==> config.mk <==
export PLATFORM = sky130hd
export DESIGN_NAME = eth_tx_path
export DESIGN_NICKNAME = d
export VERILOG_FILES = /design/src/hw/eth_tx_pkg.sv /design/src/hw/eth_tx_stream_if.sv /design/src/hw/eth_tx_path.sv /design/src/hw/tx_frame_emitter.sv /design/src/hw/txc_parser.sv /design/src/hw/tx_stream_fifo.sv
export VERILOG_INCLUDE_DIRS = /design/src /design/src/hw
export SDC_FILE = /design/constraint.sdc
export NUM_CORES = 1
export LEC_CHECK = 0
export BUFFER_PORTS_ARGS = -buffer_cell sky130_fd_sc_hd__clkbuf_2
export CAP_MARGIN = 20
export CORE_UTILIZATION = 40
export DETAILED_ROUTE_END_ITERATION = 12
export HOLD_SLACK_MARGIN = 0.08
export PLACE_DENSITY = 0.61
export SETUP_SLACK_MARGIN = 0.1
export SYNTH_ARGS = -nofsm -noshare
export SYNTH_HDL_FRONTEND = slang
export SYNTH_SLANG_ARGS = --single-unit
==> constraint.sdc <==
create_clock -name tx_clk -period 8.5 [get_ports tx_clk]
set_input_delay 0.85 -clock tx_clk [delete_from_list [all_inputs] [get_ports tx_clk]]
set_output_delay 0.85 -clock tx_clk [all_outputs]
set_load 0.02 [all_outputs]
==> src/hw/eth_tx_defines.svh <==
// ####################
// Widths and limits shared by the Ethernet TX output path
// Include wherever a stream width or frame limit is needed
// ####################
`ifndef ETH_TX_DEFINES_SVH
`define ETH_TX_DEFINES_SVH

// Control stream word and tag widths
`define ETH_TXC_DATA_W 32
`define ETH_TXC_KEEP_W 4

// Data stream beat and keep widths
`define ETH_TXD_DATA_W 64
`define ETH_TXD_KEEP_W 8

// FIFO sizing in entries
`define ETH_FIFO_DEPTH 16
`define ETH_FIFO_AFULL 12

// Shortest frame sent to the MAC, FCS excluded
`define ETH_MIN_FRAME_BYTES 60

// Flag nibble expected in control word 0
`define ETH_TXC_FLAG 4'hA

`endif
==> src/hw/eth_tx_pkg.sv <==
// ####################
// Types of the TX output path
// Import inside the module body where used
// ####################
`include "eth_tx_defines.svh"

package eth_tx_pkg;

   // Bit index of no_pad within the option bits of word 1
   localparam int OPT_NO_PAD = 0;

   // Word 0 layout
   typedef struct packed {
      logic [3:0]                   flag;
      logic [`ETH_TXC_DATA_W-5:0]   rsvd;
   } txc_hdr_t;

   // Word 1 layout
   typedef struct packed {
      logic [`ETH_TXC_DATA_W-3:0]   rsvd;
      logic [1:0]                   flags;
   } txc_opt_t;

   // One control word seen as header or as options
   typedef union packed {
      txc_hdr_t hdr;
      txc_opt_t opt;
   } txc_word_u;

   // Summary of one control frame for the emitter
   typedef struct packed {
      logic flag_ok;
      logic no_pad;
   } tx_ctrl_info_t;

endpackage

==> src/hw/eth_tx_stream_if.sv <==
// ####################
// Valid/ready stream with data, keep and last
// Source drives the beat, sink drives tready
// ####################
`timescale 1ns/1ns

interface eth_tx_stream_if #(
   parameter int DATA_W = 64,
   parameter int KEEP_W = 8
);

   logic [DATA_W-1:0] tdata;
   logic [KEEP_W-1:0] tkeep;
   logic              tlast;
   logic              tvalid;
   logic              tready;

   // Beat held by the source until tvalid and tready meet
   modport source (
      output tdata, tkeep, tlast, tvalid,
      input  tready
   );

   modport sink (
      input  tdata, tkeep, tlast, tvalid,
      output tready
   );

endinterface

==> src/hw/eth_tx_path.sv <==
// ####################
// Top of the Ethernet TX output path
// Control and data FIFOs feed the parser and the MAC emitter
// ####################
`timescale 1ns/1ns
`include "eth_tx_defines.svh"

module eth_tx_path (
   input  logic                       tx_clk,
   input  logic                       rst_n,

   // Control write side
   input  logic                       ctrl_wr,
   input  logic [`ETH_TXC_DATA_W-1:0] ctrl_data,
   input  logic [`ETH_TXC_KEEP_W-1:0] ctrl_tag,
   input  logic                       ctrl_last,
   output logic                       ctrl_afull,

   // Data write side
   input  logic                       data_wr,
   input  logic [`ETH_TXD_DATA_W-1:0] data_data,
   input  logic [`ETH_TXD_KEEP_W-1:0] data_keep,
   input  logic                       data_last,
   output logic                       data_afull,

   // MAC transmit stream
   output logic [`ETH_TXD_DATA_W-1:0] mac_tdata,
   output logic [`ETH_TXD_KEEP_W-1:0] mac_tkeep,
   output logic                       mac_tlast,
   output logic                       mac_tuser,
   output logic                       mac_tvalid,
   input  logic                       mac_tready
);

   import eth_tx_pkg::*;

   eth_tx_stream_if #(.DATA_W(`ETH_TXC_DATA_W), .KEEP_W(`ETH_TXC_KEEP_W)) txc_if ();
   eth_tx_stream_if #(.DATA_W(`ETH_TXD_DATA_W), .KEEP_W(`ETH_TXD_KEEP_W)) txd_if ();

   tx_ctrl_info_t ctrl_info;
   logic          ctrl_valid;
   logic          ctrl_taken;

   // Control words carry their tag in the keep field
   tx_stream_fifo #(
      .DATA_W      (`ETH_TXC_DATA_W),
      .KEEP_W      (`ETH_TXC_KEEP_W),
      .DEPTH       (`ETH_FIFO_DEPTH),
      .AFULL_LEVEL (`ETH_FIFO_AFULL)
   ) u_ctrl_fifo (
      .tx_clk (tx_clk),
      .rst_n  (rst_n),
      .wr     (ctrl_wr),
      .wdata  (ctrl_data),
      .wkeep  (ctrl_tag),
      .wlast  (ctrl_last),
      .afull  (ctrl_afull),
      .rd     (txc_if.source)
   );

   tx_stream_fifo #(
      .DATA_W      (`ETH_TXD_DATA_W),
      .KEEP_W      (`ETH_TXD_KEEP_W),
      .DEPTH       (`ETH_FIFO_DEPTH),
      .AFULL_LEVEL (`ETH_FIFO_AFULL)
   ) u_data_fifo (
      .tx_clk (tx_clk),
      .rst_n  (rst_n),
      .wr     (data_wr),
      .wdata  (data_data),
      .wkeep  (data_keep),
      .wlast  (data_last),
      .afull  (data_afull),
      .rd     (txd_if.source)
   );

   txc_parser u_parser (
      .tx_clk     (tx_clk),
      .rst_n      (rst_n),
      .txc        (txc_if.sink),
      .ctrl_info  (ctrl_info),
      .ctrl_valid (ctrl_valid),
      .ctrl_taken (ctrl_taken)
   );

   tx_frame_emitter u_emitter (
      .tx_clk     (tx_clk),
      .rst_n      (rst_n),
      .txd        (txd_if.sink),
      .ctrl_info  (ctrl_info),
      .ctrl_valid (ctrl_valid),
      .ctrl_taken (ctrl_taken),
      .mac_tdata  (mac_tdata),
      .mac_tkeep  (mac_tkeep),
      .mac_tlast  (mac_tlast),
      .mac_tuser  (mac_tuser),
      .mac_tvalid (mac_tvalid),
      .mac_tready (mac_tready)
   );

endmodule

==> src/hw/tx_frame_emitter.sv <==
// ####################
// Sends one data frame per control summary to the MAC
// Pads short frames with zeros and flags bad control in tuser
// ####################
`timescale 1ns/1ns
`include "eth_tx_defines.svh"

module tx_frame_emitter (
   input  logic                         tx_clk,
   input  logic                         rst_n,
   eth_tx_stream_if.sink                txd,
   input  eth_tx_pkg::tx_ctrl_info_t    ctrl_info,
   input  logic                         ctrl_valid,
   output logic                         ctrl_taken,
   output logic [`ETH_TXD_DATA_W-1:0]   mac_tdata,
   output logic [`ETH_TXD_KEEP_W-1:0]   mac_tkeep,
   output logic                         mac_tlast,
   output logic                         mac_tuser,
   output logic                         mac_tvalid,
   input  logic                         mac_tready
);

   localparam int BEAT_BYTES = `ETH_TXD_KEEP_W;
   localparam int MIN_BYTES  = `ETH_MIN_FRAME_BYTES;
   localparam int PAD_BEATS  = (MIN_BYTES + BEAT_BYTES - 1) / BEAT_BYTES;
   localparam int TAIL_BYTES = MIN_BYTES - (PAD_BEATS - 1) * BEAT_BYTES;
   localparam int CNT_W      = $clog2(PAD_BEATS + 1);
   localparam int LEN_W      = $clog2((PAD_BEATS + 1) * BEAT_BYTES + 1);
   localparam logic [BEAT_BYTES-1:0] TAIL_KEEP = BEAT_BYTES'((1 << TAIL_BYTES) - 1);

   typedef enum logic [1:0] {ST_IDLE, ST_STREAM, ST_PAD} emit_state_t;

   emit_state_t                state;
   emit_state_t                nxt_state;
   logic [CNT_W-1:0]           beat_cnt;
   logic [CNT_W-1:0]           cur_idx;
   logic [LEN_W-1:0]           frame_len;
   logic                       pad_frame;
   logic                       tail_beat;
   logic                       out_free;
   logic                       end_pending;
   logic                       load_in;
   logic                       load_pad;
   logic                       load_beat;
   logic [`ETH_TXD_DATA_W-1:0] nxt_data;
   logic [BEAT_BYTES-1:0]      nxt_keep;
   logic                       nxt_last;

   // Keep is contiguous from byte 0
   function automatic logic [LEN_W-1:0] keep_bytes(input logic [BEAT_BYTES-1:0] keep);
      logic [LEN_W-1:0] n;
      n = '0;
      for (int i = 0; i < BEAT_BYTES; i++) begin
         n = n + LEN_W'(keep[i]);
      end
      return n;
   endfunction

   function automatic logic [`ETH_TXD_DATA_W-1:0] zero_fill(
      input logic [`ETH_TXD_DATA_W-1:0] data,
      input logic [BEAT_BYTES-1:0]      keep
   );
      logic [`ETH_TXD_DATA_W-1:0] d;
      d = data;
      for (int i = 0; i < BEAT_BYTES; i++) begin
         if (!keep[i]) begin
            d[i*8 +: 8] = 8'h00;
         end
      end
      return d;
   endfunction

   assign out_free    = !mac_tvalid || mac_tready;
   // Final beat sits in the output register until the MAC takes it
   assign end_pending = mac_tvalid && mac_tlast;
   assign ctrl_taken  = mac_tvalid && mac_tready && mac_tlast;

   assign load_in = txd.tvalid && out_free && !end_pending &&
                    ((state == ST_IDLE) ? ctrl_valid : (state == ST_STREAM));
   assign load_pad  = out_free && !end_pending && (state == ST_PAD);
   assign load_beat = load_in || load_pad;

   assign txd.tready = load_in;

   always_comb begin
      cur_idx   = (state == ST_IDLE) ? '0 : beat_cnt;
      frame_len = LEN_W'(cur_idx * BEAT_BYTES) + keep_bytes(txd.tkeep);
      pad_frame = !ctrl_info.no_pad && (frame_len < LEN_W'(MIN_BYTES));
      tail_beat = (cur_idx == CNT_W'(PAD_BEATS - 1));

      nxt_data  = txd.tdata;
      nxt_keep  = txd.tkeep;
      nxt_last  = txd.tlast;
      nxt_state = ST_STREAM;
      if (state == ST_PAD) begin
         nxt_data  = '0;
         nxt_keep  = tail_beat ? TAIL_KEEP : '1;
         nxt_last  = tail_beat;
         nxt_state = ST_PAD;
      end else if (txd.tlast && pad_frame) begin
         // Widen the short last beat and continue with zero beats
         nxt_data  = zero_fill(txd.tdata, txd.tkeep);
         nxt_keep  = tail_beat ? TAIL_KEEP : '1;
         nxt_last  = tail_beat;
         nxt_state = tail_beat ? ST_STREAM : ST_PAD;
      end
   end

   always_ff @(posedge tx_clk) begin
      if (!rst_n) begin
         state      <= ST_IDLE;
         beat_cnt   <= '0;
         mac_tvalid <= 1'b0;
      end else begin
         if (ctrl_taken) begin
            state <= ST_IDLE;
         end else if (load_beat) begin
            state <= nxt_state;
         end
         if (load_beat) begin
            mac_tvalid <= 1'b1;
            // Saturates once the frame is past the minimum
            beat_cnt <= (cur_idx == CNT_W'(PAD_BEATS)) ? cur_idx : cur_idx + 1'b1;
         end else if (mac_tready) begin
            mac_tvalid <= 1'b0;
         end
      end
   end

   always_ff @(posedge tx_clk) begin
      if (load_beat) begin
         mac_tdata <= nxt_data;
         mac_tkeep <= nxt_keep;
         mac_tlast <= nxt_last;
         mac_tuser <= nxt_last && !ctrl_info.flag_ok;
      end
   end

endmodule

==> src/hw/txc_parser.sv <==
// ####################
// Control frame parser for the TX path
// Checks tags and flag, hands one summary per frame to the emitter
// ####################
`timescale 1ns/1ns
`include "eth_tx_defines.svh"

module txc_parser (
   input  logic                      tx_clk,
   input  logic                      rst_n,
   eth_tx_stream_if.sink             txc,
   output eth_tx_pkg::tx_ctrl_info_t ctrl_info,
   output logic                      ctrl_valid,
   input  logic                      ctrl_taken
);

   import eth_tx_pkg::*;

   localparam int         TAG_W    = `ETH_TXC_KEEP_W;
   localparam logic [2:0] LAST_IDX = 3'd5;

   txc_word_u  word_u;
   logic [2:0] word_cnt;
   logic       acc_ok;
   logic       acc_no_pad;
   logic       frame_end;
   logic       slot_free;
   logic       accept;
   logic       word_ok;
   logic       cur_no_pad;

   assign word_u = txc.tdata;

   // Frame closes on tlast or after the sixth word, whichever is first
   assign frame_end = txc.tlast || (word_cnt == LAST_IDX);
   assign slot_free = !ctrl_valid || ctrl_taken;

   // Only the closing word waits for the summary slot
   assign txc.tready = txc.tvalid && (slot_free || !frame_end);
   assign accept     = txc.tvalid && txc.tready;

   always_comb begin
      word_ok = (txc.tkeep == TAG_W'(word_cnt));
      if (txc.tlast != (word_cnt == LAST_IDX)) begin
         word_ok = 1'b0;
      end
      if ((word_cnt == 3'd0) && (word_u.hdr.flag != `ETH_TXC_FLAG)) begin
         word_ok = 1'b0;
      end
      cur_no_pad = acc_no_pad;
      if (word_cnt == 3'd1) begin
         cur_no_pad = word_u.opt.flags[OPT_NO_PAD];
      end
   end

   always_ff @(posedge tx_clk) begin
      if (!rst_n) begin
         word_cnt   <= '0;
         acc_ok     <= 1'b1;
         acc_no_pad <= 1'b0;
         ctrl_valid <= 1'b0;
      end else if (accept && frame_end) begin
         word_cnt   <= '0;
         acc_ok     <= 1'b1;
         acc_no_pad <= 1'b0;
         ctrl_valid <= 1'b1;
      end else begin
         if (accept) begin
            word_cnt   <= word_cnt + 1'b1;
            acc_ok     <= acc_ok && word_ok;
            acc_no_pad <= cur_no_pad;
         end
         if (ctrl_taken) begin
            ctrl_valid <= 1'b0;
         end
      end
   end

   // Summary held until the emitter takes it
   always_ff @(posedge tx_clk) begin
      if (accept && frame_end) begin
         ctrl_info.flag_ok <= acc_ok && word_ok;
         ctrl_info.no_pad  <= cur_no_pad;
      end
   end

endmodule

==> src/hw/tx_stream_fifo.sv <==
// ####################
// Synchronous FIFO with strobe write and stream read
// Read side is first-word-fall-through
// ####################
`timescale 1ns/1ns

module tx_stream_fifo #(
   parameter int DATA_W      = 64,
   parameter int KEEP_W      = 8,
   parameter int DEPTH       = 16,
   parameter int AFULL_LEVEL = 12
) (
   input  logic              tx_clk,
   input  logic              rst_n,
   input  logic              wr,
   input  logic [DATA_W-1:0] wdata,
   input  logic [KEEP_W-1:0] wkeep,
   input  logic              wlast,
   output logic              afull,
   eth_tx_stream_if.source   rd
);

   localparam int ENTRY_W = DATA_W + KEEP_W + 1;
   localparam int PTR_W   = (DEPTH > 1) ? $clog2(DEPTH) : 1;
   localparam int CNT_W   = $clog2(DEPTH + 1);

   logic [ENTRY_W-1:0] mem [DEPTH];
   logic [PTR_W-1:0]   wr_ptr;
   logic [PTR_W-1:0]   rd_ptr;
   logic [CNT_W-1:0]   count;
   logic               push;
   logic               pop;

   function automatic logic [PTR_W-1:0] ptr_next(input logic [PTR_W-1:0] ptr);
      return (ptr == PTR_W'(DEPTH - 1)) ? '0 : ptr + 1'b1;
   endfunction

   // Writes into a full FIFO are lost
   assign push = wr && (count != CNT_W'(DEPTH));
   assign pop  = rd.tvalid && rd.tready;

   assign rd.tvalid = (count != '0);
   assign {rd.tlast, rd.tkeep, rd.tdata} = mem[rd_ptr];

   always_ff @(posedge tx_clk) begin
      if (push) begin
         mem[wr_ptr] <= {wlast, wkeep, wdata};
      end
   end

   always_ff @(posedge tx_clk) begin
      if (!rst_n) begin
         wr_ptr <= '0;
         rd_ptr <= '0;
         count  <= '0;
         afull  <= 1'b0;
      end else begin
         if (push) begin
            wr_ptr <= ptr_next(wr_ptr);
         end
         if (pop) begin
            rd_ptr <= ptr_next(rd_ptr);
         end
         case ({push, pop})
            2'b10:   count <= count + 1'b1;
            2'b01:   count <= count - 1'b1;
            default: count <= count;
         endcase
         // Lags the count by one cycle
         afull <= (count >= CNT_W'(AFULL_LEVEL));
      end
   end

endmodule

Yosys cells after proc, flatten, opt, wreduce, memory -nomap -nowiden
Memories as Yosys holds them, arrays and structs flattened. A register that Yosys moved wholly into a read port is not among the register bits.
Cells that the tools add are included.
{"block": "classes", "n_bitwise": 1, "add_sub_neg": 18, "mux": 41, "magnitude_cmp": 3, "eq_ne": 19, "reduce_logical": 40}
{"operator": "$mux W8", "count": 11}
{"operator": "$mux W64", "count": 1}
{"operator": "$add A7 B1 Y7", "count": 6}
{"operator": "$mux W4", "count": 10}
{"operator": "$add A4 B1 Y4 const B", "count": 5}
{"operator": "$eq A4 B4 Y1 const B", "count": 5}
{"operator": "$pmux W5 S2", "count": 2}
{"operator": "$logic_and A1 B1 Y1", "count": 19}
{"operator": "$mux W1", "count": 14}
{"operator": "$add A5 B1 Y5 const B", "count": 2}
{"operator": "$ge A5 B4 Y1 const B", "count": 2}
{"operator": "$ne A5 B5 Y1 const B", "count": 2}
{"operator": "$reduce_bool A5 Y1", "count": 2}
{"operator": "$sub A5 B1 Y5 const B", "count": 2}
{"operator": "$reduce_bool A2 Y1", "count": 4}
{"operator": "$add A7 B7 Y7", "count": 1}
{"operator": "$lt A7 B6 Y1 const B", "count": 1}
{"operator": "$eq A2 B1 Y1 const B", "count": 3}
{"operator": "$eq A2 B2 Y1 const B", "count": 3}
{"operator": "$logic_not A1 Y1", "count": 6}
{"operator": "$mux W2", "count": 3}
{"operator": "$logic_or A1 B1 Y1", "count": 5}
{"operator": "$eq A4 B3 Y1", "count": 1}
{"operator": "$eq A4 B3 Y1 const B", "count": 1}
{"operator": "10 further kinds", "count": 11}
{"block": "totals", "n_memories": 2, "wordCells": 145, "out_inout_bits": 77, "mem_bits_rw": 1760, "inputBits": 115, "register_bits": 117}
{"name": "u_data_fifo.mem", "words": 16, "word_bits": 73, "read_ports": 1, "rd_clocked_by_memory_dff": 1, "write_ports": 1, "line_no": "tx_stream_fifo.sv:27", "source": "logic [ENTRY_W-1:0] mem [DEPTH];"}
{"name": "u_ctrl_fifo.mem", "words": 16, "word_bits": 37, "read_ports": 1, "rd_clocked_by_memory_dff": 1, "write_ports": 1, "line_no": "tx_stream_fifo.sv:27"}

Longest topological paths before layout
{"block": "depth", "word_depth": 14, "depth_mapped": 19, "depth_no_buf": 15}

Hierarchy
From an unflattened synthesis, not the netlist that was laid out.
{"block": "unflattened", "hier_cells": 3299, "area_unflattened_um2": 71989.0}
{"module": "tx_stream_fifo (u_data_fifo)", "cells_each": 1910, "n_inst": 1, "area_per_inst_um2": 44672.8, "seq_area_each_um2": 35434.0}
{"module": "tx_stream_fifo (u_ctrl_fifo)", "cells_each": 1034, "n_inst": 1, "area_per_inst_um2": 23209.8, "seq_area_each_um2": 18137.4}
{"module": "tx_frame_emitter", "cells_each": 311, "n_inst": 1, "area_per_inst_um2": 3647.2, "seq_area_each_um2": 2362.3}
{"module": "txc_parser", "cells_each": 44, "n_inst": 1, "area_per_inst_um2": 459.2, "seq_area_each_um2": 180.2}

Worst setup path after synthesis
OpenSTA, ideal clock, no wires.
{"block": "synth_timing", "kind": "input -> register", "start": "in data_wr", "end": "mem u_data_fifo.mem[3][0] in the netlist's numbering, enable pin", "path_stages": 3, "required_time_ns": 7.907, "setup_ns": 0.593, "n_path_buf": 0, "path_slack_ns": 1.457, "arrival_ns": 6.450, "path_cell_list": "a21boi_1 -> nand2_1 -> nor3_1"}
{"block": "synth_between", "elab_chain_cells": 3}
{"element": "from (decl)", "line_no": "eth_tx_path.sv:20", "source": "input logic data_wr,"}
{"element": "$logic_and A1 B1 Y1", "line_no": "tx_stream_fifo.sv:39", "source": "assign push = wr && (count != CNT_W'(DEPTH));"}
{"element": "$mux W1", "line_no": "tx_stream_fifo.sv:46", "source": "if (push) begin"}
{"element": "$mux W1 (not written as such)", "line_no": "tx_stream_fifo.sv:47", "source": "mem[wr_ptr] <= {wlast, wkeep, wdata};"}
{"element": "to (decl)", "line_no": "tx_stream_fifo.sv:27"}
Every way passes these cells.

==> results.md <==
* Worst hold path depth at 3
* Maximum vdd drop at 0.0002028 V
* Main combinational cell family by area after synthesis: multiplexers
* Worst hold slack at 0.4221 ns
* Post-Synth Adder-Cell Area at 0.7777%
* Vias at 25,430
* Sink Count at 1,453
* Vias in the first global route at 26,830
* I/O Pins at 192
* Worst skew pair latency at 0.79 ns
* Mapped cell area at 55,350 µm²
* CP max stage cell: dfxtp_4
* WS Path Type: reg -> reg
* H-tree levels at 4
* Simple-gate share of the synthesized area at 2.665%
* Hold buffers post-CTS at 0
* Reg2reg path depth at 13
* Synth Area in XOR/XNOR at 0.2532%
* Most common flop cell mapped by yosys: edfxtp_1
* Hold Violations, Final at 0
* CP Buf/Inv Count at 2
* Max Clock Skew at 0.05466 ns
* GR Overflow Total at 0
* Critical path, cell by cell: buf_4, mux4_2, mux2_2, o21ai_0, fa_1, inv_1, ha_1, o21ai_0, a21oi_1, a31oi_1, o31ai_4, nand2b_1, and3_1
* Status: finished clean
* FFs w/ async S/R, synth at 0%
* Critical path's top delay family: compound AO/OA/AOI/OAI gates
* Most Frequent Cell on Critical Path: o21ai_0
* PwrDens at 279.8 nW/µm²
* Slew HR at 24.88%
* Final WL at 125.4 mm
* Vias/cell at 5.544
* Most common cell after layout, fill and taps aside: edfxtp_1
* Post_cts resized at 0
* Initial antenna violation count at 20
* Bufs on Longest Clock Path at 3
* Rows at 136
* Syn Area/Cell at 23.06 µm²
* Syn-to-layout area delta at 14.34%
* Synth Instances at 2,400
* Starting Density at 40.30%
* Multiplexer share of the synthesized area at 16.24%
* First-pass GRT wire length at 182.4 mm
* Clock-pin slew on the worst setup and hold paths at 0.06 ns
* Placer Congestion at 0.7404
* Fin Setup TNS at 0 ns
* Max-slew violations at 0
* Critical path arrival at 6.60 ns
* Startpoint Class: flop
* Seq/Total Area, Yosys at 77.95%
* CTS buffer count at 149
* Residual DRC at 0
* Max_cap viols at 0
* Highest Clock Rate at 167.5 MHz
* Port-buffer cells at 164
* Overall Global Routing Usage at 18.01%
* Final Core Density at 46.08%
* Total die area at 139,900 µm²
* Final Setup Violations at 0
* CORE AREA at 137,300 µm²
* Levels on crit path at 13
* RSZ-0062 raised after global routing: false
* Crit-path max FO at 38
* Initial DRC Count at 2,472
* Final HPWL DP at 65.44 mm
* Hold crit path type: in -> reg
* Critical path required time at 9.13 ns
* Synth Register Bits at 1,453
* Number of synthesized flops with an enable pin at 1,404
* Yosys warnings at 0
* Pin count of the biggest net entering global routing at 73
* Initial DRT Pass Iterations at 5
* CTS root buf: clkbuf_16
* Die Width at 374.0 µm
* Die Ht at 374.0 µm
* Fin crit share at 70.22%
* Min cycle time layout at 5.969 ns
* Leak pwr at 19.59 nW
* Setup crit end kind: flop
* Routed length per instance at 27.34 µm
* Commonest cells after routing, fill and taps aside: edfxtp_1, mux4_2, clkbuf_2, clkbuf_16, buf_4
* Worst-Margin Slew at 1.121 ns
* TritonCTS clock tree: done
* Synth Area in Compound Gates at 1.072%
* Crit path largest cell delay at 0.82 ns
* Nets at 2,816
* Post-CTS Setup Bufs at 0
* Post-DRT Antenna Nets at 0
* Layout cells sized above 1 at 30.91%
* Net Count, Synth at 2,547
* Number of distinct library cells after synthesis at 60
[per-layer routing]
layer	share of wire, %	global-route usage (%)	up-vias
li1	-	-	10660
met5	0.096	0	-
met1	41	24.07	13730
met2	50	29.53	820
met4	2.2	5.590	22
met3	6.7	3.898	196
[cell usage after synthesis (4+ instances only)]
cell type	count	area, µm²
o21ai_0	28	140.1
fa_1	4	80.08
nand2_1	44	165.2
clkbuf_1	58	217.7
xnor2_1	11	96.34
nand2b_1	10	62.56
o21ai_2	5	43.79
a31oi_1	5	31.28
inv_1	28	105.1
and3_1	29	181.4
and2_1	20	125.1
nand4_1	4	25.02
xor2_1	5	43.79
a21oi_1	15	75.07
nor3_1	14	70.07
nor2_1	43	161.4
mux4_2	387	8716
dfxtp_1	49	980.9
mux2_2	8	90.09
ha_1	28	350.3
nand3_1	10	50.05
nor4bb_1	14	140.1
a21boi_0	8	60.06
buf_1	5	18.77
mux2i_1	16	160.2
buf_2	41	205.2
edfxtp_1	1404	42160
nor2b_1	56	350.3
[tightest hold or removal path: stages]
cell and delay, ns:
clkbuf_2 0.09, nand2b_1 0.09, a21boi_0 0.07
[metrics by stage]
stage,total power (W),setup WS [ns],cell area (µm²),instances
after floorplan,0.01069,1.457,55350,2400
after global placement,0.01159,2.313,58520,4308
after detailed placement,0.01166,2.334,58530,4309
after CTS,0.01790,2.342,63230,4580
after global routing,0.01837,2.114,63270,4584
final,0.01770,2.531,63280,4587
[power by group]
part           total [W]  switching [W]  internal, W
Sequential       0.00854       0.000225      0.00832
Clock            0.00624        0.00276      0.00348
Combinational    0.00292        0.00165      0.00128
Total             0.0177        0.00463       0.0131
[path summary, 6_finish.rpt]
| kind | from | end | slack [ns] |
|---|---|---|---|
| worst min-delay path | mac_tready | u_emitter.mac_tvalid | 0.42 |
| worst min register to register | u_parser.acc_no_pad | u_parser.acc_no_pad | 0.46 |
| worst max register to register | flop | u_emitter.mac_tdata[48] | 2.53 |
| worst max-delay path | flop | u_emitter.mac_tdata[48] | 2.53 |
[state kept, by name (all words and copies together), names as in the netlist, 2 cells and up, named ones only]
name	flops
u_parser.word_cnt	3
u_emitter.mac_tdata	64
u_data_fifo.rd_ptr	4
u_data_fifo.mem	1168
u_emitter.mac_tkeep	8
u_parser.ctrl_info	2
u_ctrl_fifo.rd_ptr	4
u_emitter.beat_cnt	4
u_ctrl_fifo.wr_ptr	4
u_data_fifo.wr_ptr	4
u_data_fifo.count	5
u_ctrl_fifo.mem	160
u_ctrl_fifo.count	5
u_emitter.state	2
[kinds of logic (layout without fill, tap and decap cells)]
family,count (synthesis),count (layout)
AOI/OAI and AO/OA,88,88
xor gates and xnor gates,16,16
adders and majority gates,32,32
buffers and inverters,136,525
DFF,1453,1453
muxes,413,413
other,0,4
and+or+nand+nor,262,262
[layout make-up]
class | count | area, µm²
Timing Repair Buffer | 225 | 1303
Fill cell | 11070 | 74040
Tap cell | 1794 | 2245
Clock buffer | 184 | 3891
Sequential cell | 1453 | 43160
Clock inverter | 87 | 803.3
Antenna cell | 4 | 10.01
Inverter | 29 | 111.4
Multi-Input combinational cell | 811 | 11760
(Power assumes the default switching activity.)
